==> config.mk <==
export PLATFORM = sky130hd
export DESIGN_NAME = cosine_similarity_top
export DESIGN_NICKNAME = d
export VERILOG_FILES = /design/src/common/cosine_ctrl_pkg.sv /design/src/common/cosine_fmt_pkg.sv /design/src/common/element_if.sv /design/src/hw/accum/dot_accumulator.sv /design/src/hw/accum/norm_accumulator.sv /design/src/hw/combine/cosine_combiner.sv /design/src/hw/cosine_row_sequencer.sv /design/src/hw/cosine_similarity_top.sv
export SDC_FILE = /design/constraint.sdc
export NUM_CORES = 2
export LEC_CHECK = 0
export CELL_PAD_IN_SITES_DETAIL_PLACEMENT = 2
export CELL_PAD_IN_SITES_GLOBAL_PLACEMENT = 2
export CORE_MARGIN = 10
export CORE_UTILIZATION = 40
export CTS_CLUSTER_SIZE = 28
export DETAILED_ROUTE_END_ITERATION = 10
export DONT_BUFFER_PORTS = 1
export PLACE_DENSITY = 0.85
export SYNTH_ARGS = -nofsm -noshare
export SYNTH_HDL_FRONTEND = slang
export SYNTH_HIERARCHICAL = 1
export SYNTH_SLANG_ARGS = --single-unit
==> constraint.sdc <==
create_clock -name CLK -period 14.2 [get_ports CLK]
set_input_delay 2.84 -clock CLK [delete_from_list [all_inputs] [get_ports CLK]]
set_output_delay 2.84 -clock CLK [all_outputs]
set_load 0.03 [all_outputs]
==> src/common/cosine_ctrl_pkg.sv <==
// Control encodings of the similarity engine, imported by the sequencer and the combiner
package cosine_ctrl_pkg;

  // Row sequencer, one state per handshake phase
  typedef enum logic [2:0] {
    SEQ_IDLE,
    SEQ_ROW_START,
    SEQ_ELEM_WAIT,
    SEQ_ELEM_RELEASE,
    SEQ_COMBINE_WAIT,
    SEQ_RESULT_HOLD,
    SEQ_RESULT_RELEASE
  } seq_state_t;

  // Combiner, square then iterate the divider
  typedef enum logic [1:0] {
    COMB_IDLE,
    COMB_SQUARE,
    COMB_DIVIDE,
    COMB_HOLD
  } comb_state_t;

  // Result status, zero norm forces a zero value
  typedef enum logic {
    RES_NORMAL    = 1'b0,
    RES_ZERO_NORM = 1'b1
  } res_status_t;

endpackage

==> src/common/cosine_fmt_pkg.sv <==
// Number format defaults and width helpers, imported by every module of the similarity engine
package cosine_fmt_pkg;

  ////////////////////////////////////////
  // Format defaults
  ////////////////////////////////////////

  // Signed element width
  localparam int DATA_W_DEF = 8;

  // Row length and row count width
  localparam int LEN_W_DEF = 8;

  // Fraction bits of a similarity result
  localparam int FRAC_BITS_DEF = 12;

  ////////////////////////////////////////
  // Derived widths
  ////////////////////////////////////////

  // Full product plus growth for up to 2**len_w terms
  function automatic int acc_width(input int data_w, input int len_w);
    return 2 * data_w + len_w;
  endfunction

  // Sign, one integer bit, then the fraction
  function automatic int res_width(input int frac_bits);
    return frac_bits + 2;
  endfunction

endpackage

==> src/common/element_if.sv <==
// Element bus from the row sequencer to both accumulators, one accepted pair per valid
`timescale 1ns/100ps

interface element_if #(
  parameter int DATA_W = 8
);

  // Row start, zeroes the sums
  logic clear;

  // One element pair accepted this cycle
  logic valid;

  // Element pair, stable while valid
  logic signed [DATA_W-1:0] a;
  logic signed [DATA_W-1:0] b;

  // Final pair of the row, qualified by valid
  logic last;

  // Sequencer side
  modport src (
    output clear,
    output valid,
    output a,
    output b,
    output last
  );

  // Accumulator side
  modport acc (
    input clear,
    input valid,
    input a,
    input b,
    input last
  );

endinterface

==> src/hw/accum/dot_accumulator.sv <==
// Signed multiply-accumulate of a times b over one row, read by the combiner at row end
`timescale 1ns/100ps

module dot_accumulator #(
  parameter int DATA_W = cosine_fmt_pkg::DATA_W_DEF,
  parameter int LEN_W  = cosine_fmt_pkg::LEN_W_DEF
) (
  input  logic CLK,
  input  logic RST,

  // Accepted elements
  element_if.acc elem,

  // Row sum
  output logic signed [cosine_fmt_pkg::acc_width(DATA_W, LEN_W)-1:0] dot_sum,
  output logic sum_valid
);

  import cosine_fmt_pkg::*;

  localparam int ACC_W = acc_width(DATA_W, LEN_W);

  // Full signed product
  logic signed [2*DATA_W-1:0] prod;
  // Sign extended to the sum width
  logic signed [ACC_W-1:0] prod_ext;

  assign prod     = elem.a * elem.b;
  assign prod_ext = prod;

  ////////////////////////////////////////
  // Accumulate
  ////////////////////////////////////////

  always_ff @(posedge CLK or posedge RST) begin
    if (RST) begin
      dot_sum   <= '0;
      sum_valid <= 1'b0;
    end else if (elem.clear) begin
      dot_sum   <= '0;
      sum_valid <= 1'b0;
    end else if (elem.valid) begin
      dot_sum <= dot_sum + prod_ext;
      // Sum complete with the last pair, held until next clear
      if (elem.last) begin
        sum_valid <= 1'b1;
      end
    end
  end

  // Sequencer never accepts an element during row start
  a_no_valid_on_clear : assert property (
    @(posedge CLK) disable iff (RST) !(elem.valid && elem.clear)
  ) else $error("element accepted in the row start cycle");

endmodule

==> src/hw/accum/norm_accumulator.sv <==
// Parallel sums of a squared and b squared over one row, the norm inputs of the combiner
`timescale 1ns/100ps

module norm_accumulator #(
  parameter int DATA_W = cosine_fmt_pkg::DATA_W_DEF,
  parameter int LEN_W  = cosine_fmt_pkg::LEN_W_DEF
) (
  input  logic CLK,
  input  logic RST,

  // Accepted elements
  element_if.acc elem,

  // Squared norms, never negative
  output logic [cosine_fmt_pkg::acc_width(DATA_W, LEN_W)-1:0] norm_a,
  output logic [cosine_fmt_pkg::acc_width(DATA_W, LEN_W)-1:0] norm_b,
  output logic sum_valid
);

  import cosine_fmt_pkg::*;

  localparam int ACC_W = acc_width(DATA_W, LEN_W);

  // Squares, MSB always clear
  logic signed [2*DATA_W-1:0] sq_a;
  logic signed [2*DATA_W-1:0] sq_b;
  logic [ACC_W-1:0] sq_a_ext;
  logic [ACC_W-1:0] sq_b_ext;

  assign sq_a     = elem.a * elem.a;
  assign sq_b     = elem.b * elem.b;
  assign sq_a_ext = ACC_W'($unsigned(sq_a));
  assign sq_b_ext = ACC_W'($unsigned(sq_b));

  ////////////////////////////////////////
  // Accumulate both norms
  ////////////////////////////////////////

  always_ff @(posedge CLK or posedge RST) begin
    if (RST) begin
      norm_a    <= '0;
      norm_b    <= '0;
      sum_valid <= 1'b0;
    end else if (elem.clear) begin
      norm_a    <= '0;
      norm_b    <= '0;
      sum_valid <= 1'b0;
    end else if (elem.valid) begin
      norm_a <= norm_a + sq_a_ext;
      norm_b <= norm_b + sq_b_ext;
      // Same row end as the dot sum
      if (elem.last) begin
        sum_valid <= 1'b1;
      end
    end
  end

  // No pair may follow the last one before the next row start
  a_no_elem_after_last : assert property (
    @(posedge CLK) disable iff (RST) sum_valid |-> !elem.valid
  ) else $error("element accepted after the end of the row");

endmodule

==> src/hw/combine/cosine_combiner.sv <==
// Signed squared cosine of one row from the accumulator sums, via a restoring divider
`timescale 1ns/100ps

module cosine_combiner #(
  parameter int DATA_W    = cosine_fmt_pkg::DATA_W_DEF,
  parameter int LEN_W     = cosine_fmt_pkg::LEN_W_DEF,
  parameter int FRAC_BITS = cosine_fmt_pkg::FRAC_BITS_DEF
) (
  input  logic CLK,
  input  logic RST,

  // Row sums from the accumulators
  input  logic start_dot,
  input  logic start_norm,
  input  logic signed [cosine_fmt_pkg::acc_width(DATA_W, LEN_W)-1:0] dot_sum,
  input  logic [cosine_fmt_pkg::acc_width(DATA_W, LEN_W)-1:0] norm_a,
  input  logic [cosine_fmt_pkg::acc_width(DATA_W, LEN_W)-1:0] norm_b,

  // Result to the sequencer
  input  logic comb_take,
  output logic comb_done,
  output logic signed [cosine_fmt_pkg::res_width(FRAC_BITS)-1:0] comb_result,
  output logic comb_zero
);

  import cosine_fmt_pkg::*;
  import cosine_ctrl_pkg::*;

  localparam int ACC_W  = acc_width(DATA_W, LEN_W);
  localparam int RES_W  = res_width(FRAC_BITS);
  localparam int PROD_W = 2 * ACC_W;
  // Remainder stays below four times the divisor
  localparam int REM_W  = PROD_W + 2;
  // One quotient bit per step, weights 2 down to 2**-FRAC_BITS
  localparam int STEPS  = FRAC_BITS + 2;
  localparam int STEP_W = $clog2(STEPS);

  comb_state_t state_q;
  res_status_t status_q;
  logic both;
  logic both_q;
  logic start_job;
  logic stepping;
  logic last_step;
  logic [STEP_W-1:0] step_q;

  // Squaring
  logic [ACC_W-1:0] dot_mag;
  logic [PROD_W-1:0] dot_sq;
  logic [PROD_W-1:0] norm_prod;

  // Divider datapath
  logic [REM_W-1:0] rem_q;
  logic [REM_W-1:0] div2_q;
  logic [REM_W-1:0] rem_diff;
  logic [RES_W-1:0] quo_q;
  logic [RES_W-1:0] quo_next;
  logic quo_bit;
  logic neg_q;

  // Sums stay valid until next clear, so start on the rising edge only
  assign both      = start_dot && start_norm;
  assign start_job = (state_q == COMB_IDLE) && both && !both_q;
  assign stepping  = (state_q == COMB_SQUARE) || (state_q == COMB_DIVIDE);
  assign last_step = (state_q == COMB_DIVIDE) && (step_q == STEP_W'(STEPS - 1));

  // Magnitude, most negative value maps to itself as unsigned
  assign dot_mag   = dot_sum[ACC_W-1] ? $unsigned(-dot_sum) : $unsigned(dot_sum);
  assign dot_sq    = dot_mag * dot_mag;
  assign norm_prod = norm_a * norm_b;

  // Restoring step against a fixed 2*D, remainder doubles each step
  assign quo_bit   = (rem_q >= div2_q);
  assign rem_diff  = quo_bit ? (rem_q - div2_q) : rem_q;
  assign quo_next  = {quo_q[RES_W-2:0], quo_bit};

  assign comb_zero = (status_q == RES_ZERO_NORM);

  ////////////////////////////////////////
  // Control
  ////////////////////////////////////////

  always_ff @(posedge CLK or posedge RST) begin
    if (RST) begin
      state_q   <= COMB_IDLE;
      both_q    <= 1'b0;
      step_q    <= '0;
      comb_done <= 1'b0;
    end else begin
      both_q <= both;
      case (state_q)
        COMB_IDLE: begin
          if (start_job) begin
            step_q  <= '0;
            state_q <= COMB_SQUARE;
          end
        end
        // Fresh squares, integer quotient bit
        COMB_SQUARE: begin
          step_q  <= step_q + 1'b1;
          state_q <= COMB_DIVIDE;
        end
        COMB_DIVIDE: begin
          if (last_step) begin
            comb_done <= 1'b1;
            state_q   <= COMB_HOLD;
          end else begin
            step_q <= step_q + 1'b1;
          end
        end
        // Result held until the sequencer copies it
        COMB_HOLD: begin
          if (comb_take) begin
            comb_done <= 1'b0;
            state_q   <= COMB_IDLE;
          end
        end
        default: state_q <= COMB_IDLE;
      endcase
    end
  end

  ////////////////////////////////////////
  // Datapath
  ////////////////////////////////////////

  always_ff @(posedge CLK) begin
    if (start_job) begin
      rem_q    <= REM_W'(dot_sq);
      div2_q   <= {1'b0, norm_prod, 1'b0};
      quo_q    <= '0;
      neg_q    <= dot_sum[ACC_W-1];
      status_q <= ((norm_a == '0) || (norm_b == '0)) ? RES_ZERO_NORM : RES_NORMAL;
    end else if (stepping) begin
      // Top bit is zero after the subtract
      rem_q <= {rem_diff[REM_W-2:0], 1'b0};
      quo_q <= quo_next;
    end
    // Sign last, magnitude truncated so the value rounds toward zero
    if (last_step) begin
      if (status_q == RES_ZERO_NORM) begin
        comb_result <= '0;
      end else if (neg_q) begin
        comb_result <= -$signed(quo_next);
      end else begin
        comb_result <= $signed(quo_next);
      end
    end
  end

  // Release only a result that is actually held
  a_take_while_done : assert property (
    @(posedge CLK) disable iff (RST) comb_take |-> comb_done
  ) else $error("comb_take without a held result");

endmodule

==> src/hw/cosine_row_sequencer.sv <==
// Job sequencer, runs the element and result four-phase handshakes and counts rows and elements
`timescale 1ns/100ps

module cosine_row_sequencer #(
  parameter int DATA_W    = cosine_fmt_pkg::DATA_W_DEF,
  parameter int LEN_W     = cosine_fmt_pkg::LEN_W_DEF,
  parameter int FRAC_BITS = cosine_fmt_pkg::FRAC_BITS_DEF
) (
  input  logic CLK,
  input  logic RST,

  // Job control
  input  logic start,
  input  logic [LEN_W-1:0] rows,
  input  logic [LEN_W-1:0] length,
  output logic done,

  // Element handshake
  input  logic elem_req,
  input  logic signed [DATA_W-1:0] elem_a,
  input  logic signed [DATA_W-1:0] elem_b,
  output logic elem_ack,

  // Combiner
  input  logic comb_done,
  input  logic signed [cosine_fmt_pkg::res_width(FRAC_BITS)-1:0] comb_result,
  input  logic comb_zero,
  output logic comb_take,

  // Result handshake
  output logic res_req,
  output logic signed [cosine_fmt_pkg::res_width(FRAC_BITS)-1:0] res_value,
  output logic res_zero,
  input  logic res_ack,

  // Element bus to both accumulators
  element_if.src elem
);

  import cosine_ctrl_pkg::*;

  seq_state_t state_q;

  // Job geometry, latched at start
  logic [LEN_W-1:0] rows_q;
  logic [LEN_W-1:0] len_q;
  logic [LEN_W-1:0] row_cnt;
  logic [LEN_W-1:0] elem_cnt;

  logic accept;
  logic row_end;
  logic job_end;
  logic take_result;

  assign accept      = (state_q == SEQ_ELEM_WAIT) && elem_req;
  assign take_result = (state_q == SEQ_COMBINE_WAIT) && comb_done;
  assign row_end     = (elem_cnt == len_q - 1'b1);
  assign job_end     = (row_cnt == rows_q - 1'b1);

  // One cycle pulse, state lasts exactly one cycle
  assign elem.clear = (state_q == SEQ_ROW_START);

  ////////////////////////////////////////
  // FSM
  ////////////////////////////////////////

  always_ff @(posedge CLK or posedge RST) begin
    if (RST) begin
      state_q    <= SEQ_IDLE;
      rows_q     <= '0;
      len_q      <= '0;
      row_cnt    <= '0;
      elem_cnt   <= '0;
      elem_ack   <= 1'b0;
      elem.valid <= 1'b0;
      res_req    <= 1'b0;
      comb_take  <= 1'b0;
      done       <= 1'b0;
    end else begin
      // Pulses
      elem.valid <= 1'b0;
      comb_take  <= 1'b0;
      done       <= 1'b0;
      case (state_q)
        SEQ_IDLE: begin
          if (start) begin
            rows_q  <= rows;
            len_q   <= length;
            row_cnt <= '0;
            state_q <= SEQ_ROW_START;
          end
        end
        SEQ_ROW_START: begin
          elem_cnt <= '0;
          state_q  <= SEQ_ELEM_WAIT;
        end
        // Ack and valid on the same edge
        SEQ_ELEM_WAIT: begin
          if (elem_req) begin
            elem_ack   <= 1'b1;
            elem.valid <= 1'b1;
            state_q    <= SEQ_ELEM_RELEASE;
          end
        end
        SEQ_ELEM_RELEASE: begin
          if (!elem_req) begin
            elem_ack <= 1'b0;
            if (elem.last) begin
              state_q <= SEQ_COMBINE_WAIT;
            end else begin
              elem_cnt <= elem_cnt + 1'b1;
              state_q  <= SEQ_ELEM_WAIT;
            end
          end
        end
        SEQ_COMBINE_WAIT: begin
          if (comb_done) begin
            res_req   <= 1'b1;
            comb_take <= 1'b1;
            state_q   <= SEQ_RESULT_HOLD;
          end
        end
        // Next row stalls here until the sink completes
        SEQ_RESULT_HOLD: begin
          if (res_ack) begin
            res_req <= 1'b0;
            state_q <= SEQ_RESULT_RELEASE;
          end
        end
        SEQ_RESULT_RELEASE: begin
          if (!res_ack) begin
            if (job_end) begin
              done    <= 1'b1;
              state_q <= SEQ_IDLE;
            end else begin
              row_cnt <= row_cnt + 1'b1;
              state_q <= SEQ_ROW_START;
            end
          end
        end
        default: state_q <= SEQ_IDLE;
      endcase
    end
  end

  ////////////////////////////////////////
  // Payload
  ////////////////////////////////////////

  always_ff @(posedge CLK) begin
    if (accept) begin
      elem.a    <= elem_a;
      elem.b    <= elem_b;
      elem.last <= row_end;
    end
    // Copied as the combiner is released
    if (take_result) begin
      res_value <= comb_result;
      res_zero  <= comb_zero;
    end
  end

  // Ack only answers a request sampled high
  a_ack_follows_req : assert property (
    @(posedge CLK) disable iff (RST) $rose(elem_ack) |-> $past(elem_req)
  ) else $error("elem_ack rose without elem_req");

  // Result offered until the sink answers
  a_res_req_held : assert property (
    @(posedge CLK) disable iff (RST) (res_req && !res_ack) |=> res_req
  ) else $error("res_req dropped before res_ack");

endmodule

==> src/hw/cosine_similarity_top.sv <==
// Cosine similarity engine top level, wires the sequencer, both accumulators and the combiner
`timescale 1ns/100ps

module cosine_similarity_top #(
  parameter int DATA_W    = cosine_fmt_pkg::DATA_W_DEF,
  parameter int LEN_W     = cosine_fmt_pkg::LEN_W_DEF,
  parameter int FRAC_BITS = cosine_fmt_pkg::FRAC_BITS_DEF
) (
  input  logic CLK,
  input  logic RST,

  // Job control
  input  logic start,
  input  logic [LEN_W-1:0] rows,
  input  logic [LEN_W-1:0] length,
  output logic done,

  // Element handshake
  input  logic elem_req,
  input  logic signed [DATA_W-1:0] elem_a,
  input  logic signed [DATA_W-1:0] elem_b,
  output logic elem_ack,

  // Result handshake
  output logic res_req,
  output logic signed [cosine_fmt_pkg::res_width(FRAC_BITS)-1:0] res_value,
  output logic res_zero,
  input  logic res_ack
);

  import cosine_fmt_pkg::*;

  localparam int ACC_W = acc_width(DATA_W, LEN_W);
  localparam int RES_W = res_width(FRAC_BITS);

  // Row sums
  logic signed [ACC_W-1:0] dot_sum;
  logic [ACC_W-1:0] norm_a;
  logic [ACC_W-1:0] norm_b;
  logic dot_valid;
  logic norm_valid;

  // Combiner handshake
  logic comb_done;
  logic comb_take;
  logic comb_zero;
  logic signed [RES_W-1:0] comb_result;

  element_if #(.DATA_W(DATA_W)) elem_bus ();

  ////////////////////////////////////////
  // Instances
  ////////////////////////////////////////

  cosine_row_sequencer #(
    .DATA_W(DATA_W), .LEN_W(LEN_W), .FRAC_BITS(FRAC_BITS)
  ) u_seq (
    .CLK(CLK), .RST(RST),
    .start(start), .rows(rows), .length(length), .done(done),
    .elem_req(elem_req), .elem_a(elem_a), .elem_b(elem_b), .elem_ack(elem_ack),
    .comb_done(comb_done), .comb_result(comb_result), .comb_zero(comb_zero),
    .comb_take(comb_take),
    .res_req(res_req), .res_value(res_value), .res_zero(res_zero), .res_ack(res_ack),
    .elem(elem_bus.src)
  );

  dot_accumulator #(
    .DATA_W(DATA_W), .LEN_W(LEN_W)
  ) u_dot (
    .CLK(CLK), .RST(RST),
    .elem(elem_bus.acc),
    .dot_sum(dot_sum), .sum_valid(dot_valid)
  );

  norm_accumulator #(
    .DATA_W(DATA_W), .LEN_W(LEN_W)
  ) u_norm (
    .CLK(CLK), .RST(RST),
    .elem(elem_bus.acc),
    .norm_a(norm_a), .norm_b(norm_b), .sum_valid(norm_valid)
  );

  // Starts once both row sums are complete
  cosine_combiner #(
    .DATA_W(DATA_W), .LEN_W(LEN_W), .FRAC_BITS(FRAC_BITS)
  ) u_comb (
    .CLK(CLK), .RST(RST),
    .start_dot(dot_valid), .start_norm(norm_valid),
    .dot_sum(dot_sum), .norm_a(norm_a), .norm_b(norm_b),
    .comb_take(comb_take), .comb_done(comb_done),
    .comb_result(comb_result), .comb_zero(comb_zero)
  );

endmodule
==> impl_metrics.prom <==
# TYPE chip_impl_metric gauge
chip_impl_info{name="status",value="completed"} 1
chip_impl_info{name="commonest_non_fill_non_tap_cell_in_the_layout",value="inv_1"} 1
chip_impl_metric{name="num_ports",unit=""} 55
chip_impl_metric{name="die_w",unit="um"} 407
chip_impl_metric{name="cts_inserted_buffers",unit=""} 38
chip_impl_metric{name="post_cts_buffers",unit=""} 0
chip_impl_metric{name="crit_path_max_fanout",unit=""} 14
chip_impl_metric{name="count_of_different_cell_masters_after_synthesis",unit=""} 124
chip_impl_info{name="worst-setup-path-type",value="reg2reg"} 1
chip_impl_metric{name="crit_path_buffers_inverters",unit=""} 6
chip_impl_metric{name="clock_sink_count",unit=""} 281
chip_impl_metric{name="first_global_vias",unit=""} 59300
chip_impl_metric{name="grt_first_pass_wirelength",unit="mm"} 364
chip_impl_metric{name="final_core_util",unit="%"} 42.5
chip_impl_metric{name="synthArstFlopShare",unit="%"} 43.4
chip_impl_metric{name="ant_nets",unit=""} 0
chip_impl_metric{name="timing.critical_path.arrival",unit="ns"} 11.57
chip_impl_metric{name="maximum_number_of_pins_on_one_net_before_global_route_repair",unit=""} 85
chip_impl_info{name="cts.root.buffer_cell",value="clkbuf_16"} 1
chip_impl_info{name="critical_path.slowest_cell",value="xor2_1"} 1
chip_impl_metric{name="vias",unit=""} 48500
chip_impl_metric{name="layout-drive-gt1-share",unit="%"} 3.80
chip_impl_metric{name="vias_per_cell",unit=""} 5.70
chip_impl_metric{name="routabilityCongestion",unit=""} 0.901
chip_impl_metric{name="ys_seq_area_share",unit="%"} 12.8
chip_impl_metric{name="drcViolationCount",unit=""} 0
chip_impl_info{name="tritoncts",value="built"} 1
chip_impl_metric{name="ys_ff_latch",unit=""} 281
chip_impl_info{name="crit_path_frequent_cell",value="fa_1"} 1
chip_impl_metric{name="worst_hold_path.num_cells",unit=""} 0
chip_impl_info{name="ys.flop_type",value="edfxtp_1"} 1
chip_impl_info{name="worstSetupStartpointType",value="flop"} 1
chip_impl_metric{name="grt_usage",unit="%"} 28.2
chip_impl_metric{name="ys_warn_count",unit=""} 6
chip_impl_metric{name="drv.max_cap_violation_count",unit=""} 0
chip_impl_info{name="unrepaired_setup_endpoints_after_global_routing",value="no"} 1
chip_impl_metric{name="drt_pre_antenna_iters",unit=""} 5
chip_impl_metric{name="cts_hold_buffers",unit=""} 0
chip_impl_metric{name="final_min_period_over_clock_period",unit="%"} 79.1
chip_impl_info{name="synth_area_leader",value="fa_1"} 1
chip_impl_metric{name="areaGrowthSynthToFinish",unit="%"} 5.99
chip_impl_metric{name="floorplan.die_area",unit="sq mm"} 0.166
chip_impl_metric{name="relSlewSlack",unit="%"} 7.16
chip_impl_metric{name="tightestPinTransition",unit="ns"} 1.39
chip_impl_info{name="timing.critical_path.to_type",value="flop"} 1
chip_impl_metric{name="yosysTopAreaCellShare",unit="%"} 36.7
chip_impl_metric{name="finalNetCount",unit=""} 8136
chip_impl_metric{name="finalWirelength",unit="mm"} 237
chip_impl_metric{name="clock_path_buffers",unit=""} 3
chip_impl_metric{name="cts-htree-levels",unit=""} 2
chip_impl_metric{name="grt_overflow_total",unit=""} 0
chip_impl_metric{name="clock_insertion_delay_worst_skew",unit="ns"} 0.64
chip_impl_info{name="layout.cells.most_common_list",value="1393 x inv_1, 1102 x fa_1, 763 x nand2_1"} 1
chip_impl_metric{name="die_height",unit="um"} 407
chip_impl_metric{name="max_freq",unit="GHz"} 0.0890
chip_impl_metric{name="detail_route.iter0.violations",unit=""} 3287
chip_impl_metric{name="fillCellCount",unit=""} 16300
chip_impl_metric{name="postSynthAreaPerCell",unit="sq um"} 9.15
chip_impl_metric{name="clock_skew",unit="ns"} 0.0338
chip_impl_metric{name="final.setup.tns",unit="ns"} 0
chip_impl_metric{name="setup_viol",unit=""} 0
chip_impl_metric{name="post_synth_instance_area",unit="sq mm"} 0.0600
chip_impl_metric{name="antenna_found_initial",unit=""} 4
chip_impl_metric{name="quantity_of_i_o_buffers_inserted_on_ports",unit=""} 0
chip_impl_metric{name="clk_pin_slew_worst_paths",unit="ns"} 0.08
chip_impl_metric{name="core-area",unit="sq mm"} 0.150
chip_impl_metric{name="path_depth",unit=""} 31
chip_impl_metric{name="hold_violations",unit=""} 0
chip_impl_metric{name="std_cell_rows",unit=""} 142
chip_impl_metric{name="period_minus_slack",unit="ns"} 11.23
chip_impl_metric{name="route.detailed.wl_per_inst",unit="um"} 27.9
chip_impl_metric{name="critical-path-max-stage-delay",unit="ns"} 0.74
chip_impl_metric{name="required_time_reported_for_the_critical_path_endpoint",unit="ns"} 14.53
chip_impl_metric{name="cts_repair_resize_count",unit=""} 0
chip_impl_info{name="largest_delay_contributor_family_on_the_critical_path",value="adder cells"} 1
chip_impl_metric{name="number_of_enable_flip_flop_cells_after_synthesis",unit=""} 144
chip_impl_metric{name="netlist_instances",unit=""} 6560
chip_impl_metric{name="dp.final_hpwl",unit="mm"} 182
chip_impl_metric{name="timing.reg2reg.worst_path_depth",unit=""} 31
chip_impl_info{name="synth.area.top_cells",value="fa_1 37%, ha_1 11%, inv_1 8.7%"} 1
chip_impl_info{name="timing.hold.worst.class",value="reg2reg"} 1
chip_impl_metric{name="floorplan.initialDensity",unit="%"} 40.1
chip_impl_metric{name="number_of_slew_limit_violations_in_the_final_report",unit=""} 0
-- kinds of logic after synthesis --
family	count (synthesis)	share of synthesized area, %
buf+inv	1648	10.4
xor+xnor	270	3.96
compound gates	844	9.38
other cells	2	0.0125
flops	281	12.8
mux	76	1.32
simple gates	1790	14.0
fa+ha+maj	1649	48.1
-- registers in the layout (all words and copies together), names as in the netlist, 2 cells and up --
signal	cells
u_seq/len_q	8
u_seq/elem_cnt	8
u_seq/elem.b	8
u_seq/row_cnt	8
u_norm/norm_a	24
u_comb/rem_q	50
u_comb/quo_q	13
u_dot/dot_sum	24
u_seq/rows_q	8
u_comb/state_q	2
u_seq/res_value	14
u_seq/elem.a	8
u_seq/state_q	3
u_comb/comb_result	14
u_comb/step_q	4
u_comb/div2_q	48
u_norm/norm_b	24
-- per-stage QoR --
step / cell area, sq um / cells / setup slack (ns) / hold WS (ns)
finish: 63600 / 8497 / 2.97 / 0.422
CTS: 63600 / 8496 / 3.09 / 0.426
global route: 63600 / 8496 / 2.64 / 0.439
floorplan: 60100 / 6575 / 4.78 / 0.400
detailed placement: 62400 / 8426 / 3.18 / 0.414
global placement: 62400 / 8426 / 3.73 / 0.403
-- worst paths after layout --
kind | startpoint | end | slack, ns
max in group asynchronous | RST | u_dot/dot_sum[12]$_DFFE_PP0P_ | 11.03
worst max register to register | u_dot/dot_sum[0]$_DFFE_PP0P_ | u_comb/rem_q[47]$_DFFE_PP_ | 2.97
worst max-delay path | u_dot/dot_sum[0]$_DFFE_PP0P_ | u_comb/rem_q[47]$_DFFE_PP_ | 2.97
worst min register to register | u_comb/comb_result[6]$_SDFFCE_PP0P_ | u_seq/res_value[6]$_DFFE_PP_ | 0.42
min in group asynchronous | RST | u_norm/norm_a[23]$_DFFE_PP0P_ | 2.04
worst min-delay path | u_comb/comb_result[6]$_SDFFCE_PP0P_ | u_seq/res_value[6]$_DFFE_PP_ | 0.42
-- synth_stat cells, types with 9 or more instances --
library cell	number
inv_1	1395
fa_1	1102
nand2_1	763
ha_1	547
nor2_1	365
and2_1	281
a21oi_1	260
clkbuf_1	216
xnor2_1	182
o21ai_0	146
edfxtp_1	144
dfrtp_1	122
xor2_1	86
a21o_1	82
nand3_1	71
mux2i_1	56
nor2b_1	50
a211oi_1	49
nand2b_1	47
nand4_1	44
nor3_1	40
o21a_1	36
a31oi_1	29
o21bai_1	28
nor4_1	24
and3_1	23
o211ai_1	18
o31ai_1	18
buf_2	16
or3_1	16
dfxtp_1	15
mux2_2	12
o31a_1	12
a22o_1	10
nor3b_1	10
o2111ai_1	10
a211o_1	9
o21ai_1	9
-- cell type report --
class | instances | area [sq um] | area share, %
diodes | 1 | 2.50 | 0.00393
clock buffers | 45 | 1010 | 1.58
clock inverters | 25 | 270 | 0.425
inverters | 1401 | 5260 | 8.27
multi-input cells | 4646 | 46300 | 72.7
flip-flops and latches | 281 | 7690 | 12.1
well taps | 2016 | 2520 | 3.96
repair buffers | 82 | 616 | 0.967
-- layer usage --
metal / part of all wire (%) / wire length (um) / GRT usage (%)
met1: 37 / 86600 / 31.3
met2: 52 / 122000 / 51.1
met3: 5.0 / 11700 / 3.95
met4: 6.8 / 16200 / 16.9
met5: 0.010 / 24 / 0
Power is left out: the tool's default activity adds up to more than one toggle a clock period on the data nets, which glitch-free logic cannot reach.
